<file path="src/source/aznable_pkg.sv">
package aznable_pkg;

	// cpu bus
	typedef logic [15:0] addr_t;
	typedef logic [7:0] data_t;

	// decoded i/o regions
	typedef enum logic [3:0]
	{
		REGION_NONE,
		REGION_IN0,
		REGION_VIDEO_CTL,
		REGION_TIMESTAMP,
		REGION_TIMER,
		REGION_JOYSTICK,
		REGION_PADDLE,
		REGION_PS2_KEY,
		REGION_PAUSE,
		REGION_MENU
	} region_t;

	// four-phase responder states
	typedef enum logic {BUS_IDLE, BUS_ACK} bus_state_t;

	// i/o page address map with half-open [base, end) windows
	localparam addr_t IN0_ADDR = 16'h8000;
	localparam addr_t VIDEO_CTL_ADDR = 16'h8001;
	localparam addr_t TIMESTAMP_BASE = 16'h8080;
	localparam addr_t TIMESTAMP_END = 16'h80A0;
	localparam addr_t TIMER_BASE = 16'h80C0;
	localparam addr_t TIMER_END = 16'h80D0;
	localparam addr_t JOYSTICK_BASE = 16'h8100;
	localparam addr_t JOYSTICK_END = 16'h81C0;
	localparam addr_t PADDLE_BASE = 16'h8300;
	localparam addr_t PADDLE_END = 16'h8330;
	localparam addr_t PS2_KEY_BASE = 16'h8400;
	localparam addr_t PS2_KEY_END = 16'h840C;
	localparam addr_t PAUSE_ADDR = 16'h8530;
	localparam addr_t MENU_ADDR = 16'h8531;

	// input vector widths
	// joystick carries 6 devices of 32 buttons
	localparam int JOYSTICK_W = 192;
	localparam int PADDLE_W = 48;
	localparam int PS2_KEY_W = 11;
	localparam int TIMESTAMP_W = 33;
	localparam int TIMER_W = 16;

	// byte index within a window of up to 32 bytes
	localparam int OFFSET_W = 5;

endpackage

</file>
<file path="src/source/addr_decoder.sv">
`timescale 1ns/1ps

module addr_decoder (
	input aznable_pkg::addr_t addr,
	output aznable_pkg::region_t region,
	output logic [aznable_pkg::OFFSET_W-1:0] offset
);

	import aznable_pkg::*;

	always_comb
	begin
		region = REGION_NONE;
		offset = '0;
		if (addr == IN0_ADDR)
			region = REGION_IN0;
		else if (addr == VIDEO_CTL_ADDR)
			region = REGION_VIDEO_CTL;
		else if (addr >= TIMESTAMP_BASE && addr < TIMESTAMP_END)
		begin
			// only the low 3 bits index the timestamp bytes
			region = REGION_TIMESTAMP;
			offset = OFFSET_W'(addr[2:0]);
		end
		else if (addr >= TIMER_BASE && addr < TIMER_END)
		begin
			region = REGION_TIMER;
			offset = OFFSET_W'(addr[0]);
		end
		else if (addr >= JOYSTICK_BASE && addr < JOYSTICK_END)
		begin
			region = REGION_JOYSTICK;
			offset = addr[4:0];
		end
		else if (addr >= PADDLE_BASE && addr < PADDLE_END)
		begin
			region = REGION_PADDLE;
			offset = OFFSET_W'(addr[2:0]);
		end
		else if (addr >= PS2_KEY_BASE && addr < PS2_KEY_END)
		begin
			region = REGION_PS2_KEY;
			offset = OFFSET_W'(addr[0]);
		end
		else if (addr == PAUSE_ADDR)
			region = REGION_PAUSE;
		else if (addr == MENU_ADDR)
			region = REGION_MENU;
	end

endmodule

</file>
<file path="src/source/bus_responder.sv">
`timescale 1ns/1ps

module bus_responder (
	input logic clk_24,
	input logic rst_n,
	input logic bus_req,
	input logic bus_wr,
	input aznable_pkg::data_t read_byte,
	output logic wr_strobe,
	output logic bus_ack,
	output aznable_pkg::data_t bus_rdata
);

	import aznable_pkg::*;

	bus_state_t state;
	bus_state_t state_next;

	// accepting edge is the first one that sees req high while idle
	logic accept;

	assign accept = (state == BUS_IDLE) && bus_req;

	// high in the cycle before the accepting edge, so the register
	// write lands on the same edge that raises ack
	assign wr_strobe = accept && bus_wr;

	always_comb
	begin
		state_next = state;
		case (state)
			BUS_IDLE:
			begin
				if (bus_req)
					state_next = BUS_ACK;
			end
			BUS_ACK:
			begin
				// hold ack until the cpu lets go of req
				if (!bus_req)
					state_next = BUS_IDLE;
			end
			default:
			begin
				state_next = BUS_IDLE;
			end
		endcase
	end

	always_ff @(posedge clk_24)
	begin
		if (!rst_n)
		begin
			state <= BUS_IDLE;
			bus_ack <= 1'b0;
		end
		else
		begin
			state <= state_next;
			bus_ack <= (state_next == BUS_ACK);
		end
	end

	// read data is captured once per access and then held
	always_ff @(posedge clk_24)
	begin
		if (!rst_n)
			bus_rdata <= 8'h00;
		else if (accept && !bus_wr)
			bus_rdata <= read_byte;
	end

endmodule

</file>
<file path="src/source/ms_timer.sv">
`timescale 1ns/1ps

module ms_timer #(
	parameter int CLK_PER_MS = 24000
) (
	input logic clk_24,
	input logic rst_n,
	input aznable_pkg::region_t region,
	input logic wr_strobe,
	output logic [aznable_pkg::TIMER_W-1:0] timer_count
);

	import aznable_pkg::*;

	localparam int PRE_W = (CLK_PER_MS > 1) ? $clog2(CLK_PER_MS) : 1;

	logic [PRE_W-1:0] prescale;
	logic clear;
	logic tick;

	// any write into the timer window restarts the count
	assign clear = wr_strobe && (region == REGION_TIMER);
	assign tick = (prescale == PRE_W'(CLK_PER_MS - 1));

	always_ff @(posedge clk_24)
	begin
		if (!rst_n || clear)
		begin
			prescale <= '0;
			timer_count <= '0;
		end
		else if (tick)
		begin
			prescale <= '0;
			timer_count <= timer_count + 1'b1;
		end
		else
			prescale <= prescale + 1'b1;
	end

endmodule

</file>
<file path="src/source/system_regs.sv">
`timescale 1ns/1ps

module system_regs (
	input logic clk_24,
	input logic rst_n,
	input aznable_pkg::region_t region,
	input logic wr_strobe,
	input aznable_pkg::data_t wdata,
	input logic pause,
	input logic menu,
	output aznable_pkg::data_t video_control,
	output logic sprite_layer_high,
	output logic pause_out,
	output logic menu_pending
);

	import aznable_pkg::*;

	logic pause_trigger;

	// bit 0 of video control puts sprites above the charmap
	always_ff @(posedge clk_24)
	begin
		if (!rst_n)
			video_control <= 8'h00;
		else if (wr_strobe && region == REGION_VIDEO_CTL)
			video_control <= wdata;
	end

	assign sprite_layer_high = video_control[0];

	// software pause request, dropped once the host pause input arrives
	always_ff @(posedge clk_24)
	begin
		if (!rst_n)
			pause_trigger <= 1'b0;
		else if (pause)
			pause_trigger <= 1'b0;
		else if (wr_strobe && region == REGION_PAUSE)
			pause_trigger <= 1'b1;
	end

	assign pause_out = pause || pause_trigger;

	// menu request stays pending until software acknowledges it
	always_ff @(posedge clk_24)
	begin
		if (!rst_n)
			menu_pending <= 1'b0;
		else if (menu)
			menu_pending <= 1'b1;
		else if (wr_strobe && region == REGION_MENU)
			menu_pending <= 1'b0;
	end

endmodule

</file>
<file path="src/source/input_mux.sv">
`timescale 1ns/1ps

module input_mux (
	input aznable_pkg::region_t region,
	input logic [aznable_pkg::OFFSET_W-1:0] offset,
	input logic [aznable_pkg::JOYSTICK_W-1:0] joystick,
	input logic [aznable_pkg::PADDLE_W-1:0] paddle,
	input logic [aznable_pkg::PS2_KEY_W-1:0] ps2_key,
	input logic [aznable_pkg::TIMESTAMP_W-1:0] timestamp,
	input logic [aznable_pkg::TIMER_W-1:0] timer_count,
	input logic menu,
	input logic menu_pending,
	output aznable_pkg::data_t read_byte
);

	import aznable_pkg::*;

	// every vector is zero padded to the full 32-byte window
	localparam int VEC_W = 8 << OFFSET_W;

	function automatic data_t select_byte(
		input logic [VEC_W-1:0] vec,
		input logic [OFFSET_W-1:0] idx
	);
		return vec[{idx, 3'b000} +: 8];
	endfunction

	always_comb
	begin
		case (region)
			// bit 3 is fixed high and bit 1 mirrors the menu input
			REGION_IN0:
				read_byte = {4'b0000, 1'b1, 1'b0, menu, 1'b0};
			REGION_TIMESTAMP:
				read_byte = select_byte(VEC_W'(timestamp), offset);
			REGION_TIMER:
				read_byte = select_byte(VEC_W'(timer_count), offset);
			REGION_JOYSTICK:
				read_byte = select_byte(VEC_W'(joystick), offset);
			REGION_PADDLE:
				read_byte = select_byte(VEC_W'(paddle), offset);
			REGION_PS2_KEY:
				read_byte = select_byte(VEC_W'(ps2_key), offset);
			REGION_MENU:
				read_byte = {8{menu_pending}};
			// video control and pause are write only
			default:
				read_byte = 8'h00;
		endcase
	end

endmodule

</file>
<file path="src/source/aznable_io.sv">
`timescale 1ns/1ps

module aznable_io #(
	parameter int CLK_PER_MS = 24000
) (
	input logic clk_24,
	input logic rst_n,

	// four-phase req/ack cpu bus
	input logic bus_req,
	input logic bus_wr,
	input aznable_pkg::addr_t bus_addr,
	input aznable_pkg::data_t bus_wdata,
	output logic bus_ack,
	output aznable_pkg::data_t bus_rdata,

	// host inputs
	input logic [aznable_pkg::JOYSTICK_W-1:0] joystick,
	input logic [aznable_pkg::PADDLE_W-1:0] paddle,
	input logic [aznable_pkg::PS2_KEY_W-1:0] ps2_key,
	input logic [aznable_pkg::TIMESTAMP_W-1:0] timestamp,
	input logic pause,
	input logic menu,

	output logic pause_out,
	output logic sprite_layer_high
);

	import aznable_pkg::*;

	region_t region;
	logic [OFFSET_W-1:0] offset;
	logic wr_strobe;
	data_t read_byte;
	logic menu_pending;
	logic [TIMER_W-1:0] timer_count;

	addr_decoder decoder_i (
		.addr(bus_addr),
		.region(region),
		.offset(offset)
	);

	bus_responder responder_i (
		.clk_24(clk_24),
		.rst_n(rst_n),
		.bus_req(bus_req),
		.bus_wr(bus_wr),
		.read_byte(read_byte),
		.wr_strobe(wr_strobe),
		.bus_ack(bus_ack),
		.bus_rdata(bus_rdata)
	);

	ms_timer #(
		.CLK_PER_MS(CLK_PER_MS)
	) timer_i (
		.clk_24(clk_24),
		.rst_n(rst_n),
		.region(region),
		.wr_strobe(wr_strobe),
		.timer_count(timer_count)
	);

	// only bit 0 of video control leaves this block
	system_regs regs_i (
		.clk_24(clk_24),
		.rst_n(rst_n),
		.region(region),
		.wr_strobe(wr_strobe),
		.wdata(bus_wdata),
		.pause(pause),
		.menu(menu),
		.video_control(),
		.sprite_layer_high(sprite_layer_high),
		.pause_out(pause_out),
		.menu_pending(menu_pending)
	);

	input_mux mux_i (
		.region(region),
		.offset(offset),
		.joystick(joystick),
		.paddle(paddle),
		.ps2_key(ps2_key),
		.timestamp(timestamp),
		.timer_count(timer_count),
		.menu(menu),
		.menu_pending(menu_pending),
		.read_byte(read_byte)
	);

endmodule

</file>
<file path="config.mk">
export PLATFORM = sky130hd
export DESIGN_NAME = aznable_io
export DESIGN_NICKNAME = d
export VERILOG_FILES = /design/src/source/aznable_pkg.sv /design/src/source/addr_decoder.sv /design/src/source/bus_responder.sv /design/src/source/ms_timer.sv /design/src/source/system_regs.sv /design/src/source/input_mux.sv /design/src/source/aznable_io.sv
export SDC_FILE = /design/constraint.sdc
export NUM_CORES = 1
export LEC_CHECK = 0
export BUFFER_PORTS_ARGS = -buffer_cell sky130_fd_sc_hd__buf_2
export CAP_MARGIN = 30
export CORE_MARGIN = 1
export CORE_UTILIZATION = 30
export DETAILED_ROUTE_END_ITERATION = 10
export GPL_TIMING_DRIVEN = 0
export PLACE_DENSITY = 0.6
export SYNTH_ARGS = -nofsm -noshare
export SYNTH_HDL_FRONTEND = slang
export SYNTH_SLANG_ARGS = --single-unit
export TNS_END_PERCENT = 20
</file>
<file path="constraint.sdc">
create_clock -name clk_24 -period 6 [get_ports clk_24]
set_clock_uncertainty 0.1 [all_clocks]
set_input_delay 1.2 -clock clk_24 [delete_from_list [all_inputs] [get_ports clk_24]]
set_output_delay 1.2 -clock clk_24 [all_outputs]
set_load 0.005 [all_outputs]
</file>
==> tab_implementation.tex <==
\begin{tabular}{lr}
\hline
Metric & Value \\
\hline
\multicolumn{2}{l}{\textbf{CTS}} \\
\quad Clock-pin transition on the worst setup and hold timing paths & 60 ps \\
\quad Latest clock arrival within the worst-skew pair & 280 ps \\
\quad Count of hold-fix buffers inserted at cts & 0 \\
\quad Number of buffers created by CTS & 5 \\
\quad CTS-repair resized insts & 0 \\
\quad Clock tree sinks & 43 \\
\quad Number of buffers on the longest clock path & 2 \\
\quad Clock root buffer & sky130\_fd\_sc\_hd\_\_clkbuf\_16 \\
\quad H-Tree Depth & 2 \\
\quad Count of buffers added by post-CTS timing repair for setup & 0 \\
\quad CTS tree & built \\
\multicolumn{2}{l}{\textbf{STA}} \\
\quad Final Hold Violating Endpoints & 0 \\
\quad Relative slew margins & 47.5\% \\
\quad Setup\_tns & 0 ps \\
\quad Setup repair after global routing missed its margin & no \\
\quad Pins over their slew limit & 0 \\
\quad Transition time of the tightest slew-check pin & 778 ps \\
\quad Time the worst path needs with I/O delays and setup & 4640 ps \\
\quad Slack of the critical path & 1360 ps \\
\quad \# setup viols final & 0 \\
\quad Max Clk Rate & 215 MHz \\
\quad Part of the cycle the worst path needs & 77.4\% \\
\multicolumn{2}{l}{\textbf{Synthesis}} \\
\quad Library cells used by synthesis & 75 \\
\quad Share of flip-flops with an asynchronous set or reset & 0\% \\
\quad Most used flip-flop cell after synthesis & sky130\_fd\_sc\_hd\_\_dfxtp\_1 \\
\quad Number of register bits inferred by synthesis & 43 \\
\quad Cell area after synthesis & 0.00486 sq mm \\
\quad Sequential area share after synthesis & 17.7\% \\
\quad Number of synthesized flops with an enable pin & 0 \\
\quad Net Count, Synth & 925 \\
\quad Post-Synthesis Mean Instance Area & 7.97 sq um \\
\quad Number of instances in the synthesized netlist & 609 \\
\quad Number of warning messages in the yosys log & 0 \\
\multicolumn{2}{l}{\textbf{Power}} \\
\quad VDD IR max & 90.2 uV \\
\quad Total design power & 752 uW \\
\quad Total leakage power & 0.00286 uW \\
\quad Total power per unit cell area & 110 mW/mm\^{}2 \\
\multicolumn{2}{l}{\textbf{Setup path}} \\
\quad Chain of cells forming the critical path & buf\_2 -> or3\_1 -> or3\_1 -> a21oi\_1 -> clkbuf\_1 -> clkbuf\_1 -> a221oi\_1 -> o21ai\_0 -> nand4\_1 -> a2bb2oi\_1 -> a221oi\_1 \\
\quad Worst path max stage delay & 590 ps \\
\quad Required time of the worst setup path & 6070 ps \\
\quad Worst R2R Path Depth & 10 \\
\quad Count of buffer and inverter cells on the critical path & 3 \\
\quad Endpoint kind of the worst setup timing path & flip-flop \\
\quad Worst Path Max Fanout & 10 \\
\quad Capturing point of the worst reg2reg path & timer\_i.timer\_count[15]\$\_SDFFE\_PP0P\_ \\
\quad Critical path's slowest cell & sky130\_fd\_sc\_hd\_\_clkbuf\_1 \\
\quad Arrival time at the worst endpoint & 4720 ps \\
\quad Worst Setup Path Type & primary input to flip-flop \\
\quad Startpoint class of the critical path & primary input \\
\quad Largest delay share family, worst path & buffers and inverters \\
\quad Register-to-Register Setup Slack & 3430 ps \\
\quad R2R Path Start & timer\_i.prescale[0]\$\_SDFF\_PP0\_ \\
\multicolumn{2}{l}{\textbf{Detailed routing}} \\
\quad Average wire per cell in the routed design & 21.4 um \\
\quad First drt pass iteration count & 5 \\
\quad Overall via count from detail\_route & 6406 \\
\quad DR DRC count & 0 \\
\quad Total routed wirelength & 24600 um \\
\quad Number of violations reported at the end of detailed-routing iteration 0 & 522 \\
\quad ANT nets after route & 0 \\
\quad Vias per std cell & 5.58 \\
\multicolumn{2}{l}{\textbf{Placement}} \\
\quad Count of buffers from port buffering & 315 \\
\quad Dpl hpwl & 20600 um \\
\quad Placed Instances & 1140 \\
\quad Post-Place Setup Slack & 1110 ps \\
\quad RD Place Congestion & 0.909 \\
\multicolumn{2}{l}{\textbf{Layout}} \\
\quad Post-route non-filler standard cell count & 1148 \\
\quad Area added between synthesis and finish & 40.9\% \\
\quad Layout cells sized above 1 & 41.7\% \\
\quad Count of nets after finishing & 1247 \\
\multicolumn{2}{l}{\textbf{Hold path}} \\
\quad Min-Delay Startpoint & timer\_i.prescale[0]\$\_SDFF\_PP0\_ \\
\quad Min-Delay Path Depth & 1 \\
\quad Hold/Removal Path Class & flip-flop to flip-flop \\
\quad End point of the worst hold path & timer\_i.prescale[0]\$\_SDFF\_PP0\_ \\
\multicolumn{2}{l}{\textbf{Global routing}} \\
\quad Total routing resource utilization after global routing & 27.7\% \\
\quad Via count of the first global-routing pass & 5945 \\
\quad Grt total ovfl & 0 \\
\quad Antenna violations before repair & 1 \\
\quad Global-route wire length before repair & 34200 um \\
\quad Maximum number of pins on one net before global-route repair & 14 \\
\multicolumn{2}{l}{\textbf{Floorplan}} \\
\quad Initial Utilization & 30.7\% \\
\quad Die width & 129 um \\
\quad Die Height & 129 um \\
\quad Io pins & 325 \\
\quad Total number of placement rows & 46 \\
\quad Core Area & 0.0158 sq mm \\
\quad DIE AREA & 0.0167 sq mm \\
\multicolumn{2}{l}{\textbf{Run}} \\
\quad Max capacitance violation total & 0 \\
\multicolumn{2}{l}{\textbf{Outcome}} \\
\quad Status & finished, final reports clean \\
\hline
\end{tabular}
==> report_power, final <==
group / total (uW) / internal, uW / switching (uW)
Combinational: 202 / 110 / 91.5
Sequential: 290 / 288 / 2.02
Clock: 259 / 152 / 108
Total: 752 / 550 / 201
==> cell usage after synthesis (7+ instances only) <==
library cell                n  area (sq um)
sky130_fd_sc_hd__a22oi_1   18           135
sky130_fd_sc_hd__a31oi_1   11          68.8
sky130_fd_sc_hd__nand2_1   76           285
sky130_fd_sc_hd__clkbuf_1  26          97.6
sky130_fd_sc_hd__and2_1     7          43.8
sky130_fd_sc_hd__a221oi_1  20           175
sky130_fd_sc_hd__nor3_1    16          80.1
sky130_fd_sc_hd__a211oi_1  10          75.1
sky130_fd_sc_hd__mux4_2    23           518
sky130_fd_sc_hd__nor2_1    65           244
sky130_fd_sc_hd__mux4_1     7           184
sky130_fd_sc_hd__and3_1    12          75.1
sky130_fd_sc_hd__nand3_1   25           125
sky130_fd_sc_hd__nand4_1   15          93.8
sky130_fd_sc_hd__a221o_1    7          70.1
sky130_fd_sc_hd__o21ai_0   33           165
sky130_fd_sc_hd__a21oi_1   38           190
sky130_fd_sc_hd__dfxtp_1   43           861
sky130_fd_sc_hd__mux2_2    11           124
sky130_fd_sc_hd__mux2i_1   17           170
sky130_fd_sc_hd__buf_2      7          35.0
sky130_fd_sc_hd__xor2_1    17           149
sky130_fd_sc_hd__or3_1     11          68.8
==> how the worst max path moves through the flow <==
stage                 start                                     to  depth (start not counted)
2_1_floorplan   bus_addr[8]  responder_i.bus_rdata[7]$_SDFFE_PN0P_                         11
3_3_place_gp   bus_addr[13]  responder_i.bus_rdata[2]$_SDFFE_PN0P_                         12
3_5_place_dp   bus_addr[13]  responder_i.bus_rdata[5]$_SDFFE_PN0P_                         11
4_1_cts        bus_addr[13]  responder_i.bus_rdata[5]$_SDFFE_PN0P_                         11
5_1_grt        bus_addr[13]  responder_i.bus_rdata[5]$_SDFFE_PN0P_                         11
6_report       bus_addr[13]  responder_i.bus_rdata[5]$_SDFFE_PN0P_                         11
==> worst reg2reg max path: stages (launching register included) <==
cell,delay (ps)
sky130_fd_sc_hd__dfxtp_1,350
sky130_fd_sc_hd__ha_1,190
sky130_fd_sc_hd__nand3_1,120
sky130_fd_sc_hd__nor2_1,270
sky130_fd_sc_hd__and4_1,240
sky130_fd_sc_hd__clkbuf_1,220
sky130_fd_sc_hd__and3_1,260
sky130_fd_sc_hd__nand2b_1,70
sky130_fd_sc_hd__clkbuf_1,180
sky130_fd_sc_hd__or3_1,370
sky130_fd_sc_hd__a21oi_1,130
==> logic make-up after synthesis <==
logic type	synth area share [%]
AND/OR/NAND/NOR	26.0
AO/OA/AOI/OAI	25.8
XOR/XNOR	3.97
multiplexers	20.5
buffers and inverters	5.44
adder cells (fa/ha/maj)	0.515
flip-flops	17.7
==> registers in the layout, summed over array words and instances, names as in the netlist <==
name and count:
timer_i.prescale 15, regs_i.menu_pending 1, regs_i.pause_trigger 1, responder_i.bus_ack 1, timer_i.timer_count 16, regs_i.video_control 1, responder_i.bus_rdata 8
==> area by class of cell <==
class                   instances  area (sq um)
multi-input cells             518          3730
flip-flops and latches         43           861
clock inverters                 2          13.8
plain buffers                  41           238
diodes                          1          2.50
inverters                       7          26.3
fillers                      1699          8980
clock buffers                   5           125
repair buffers                315          1580
well taps                     216           270
==> per-stage QoR <==
stage | hold slack [ps] | utilization [%] | area [sq um]
floorplan | 318 | - | 4860
global placement | 335 | 42.3 | 6700
detailed placement | 343 | 42.3 | 6700
CTS | 353 | 43.2 | 6840
global route | 395 | 43.2 | 6840
finish | 350 | 43.2 | 6840
==> cells in the final DEF, fill, tap and decap left out, drive strengths merged, types with 6 or more instances in the layout <==
cell / Yosys / final
a211oi: 11 / 11
a21oi: 39 / 39
a221o: 7 / 7
a221oi: 20 / 20
a22oi: 18 / 18
a31oi: 11 / 11
and2: 8 / 8
and3: 13 / 13
buf: 15 / 330
clkbuf: 26 / 31
dfxtp: 43 / 43
inv: 6 / 6
mux2: 11 / 11
mux2i: 17 / 17
mux4: 30 / 30
nand2: 77 / 77
nand3: 26 / 26
nand4: 15 / 15
nor2: 65 / 65
nor3: 17 / 17
o21ai: 39 / 39
or3: 11 / 11
xor2: 17 / 17
==> per-layer routing <==
layer  part of all wire, %  vias to the layer above  wire (um)  global-route usage [%]
met5                     0                        -          0                       0
met4                   3.3                        0        821                    11.8
li1                      -                     3017          -                       -
met3                   6.3                       45       1540                    2.97
met1                    43                     3056      10700                    36.8
met2                    47                      288      11500                    45.5
(Power assumes the default switching activity.)
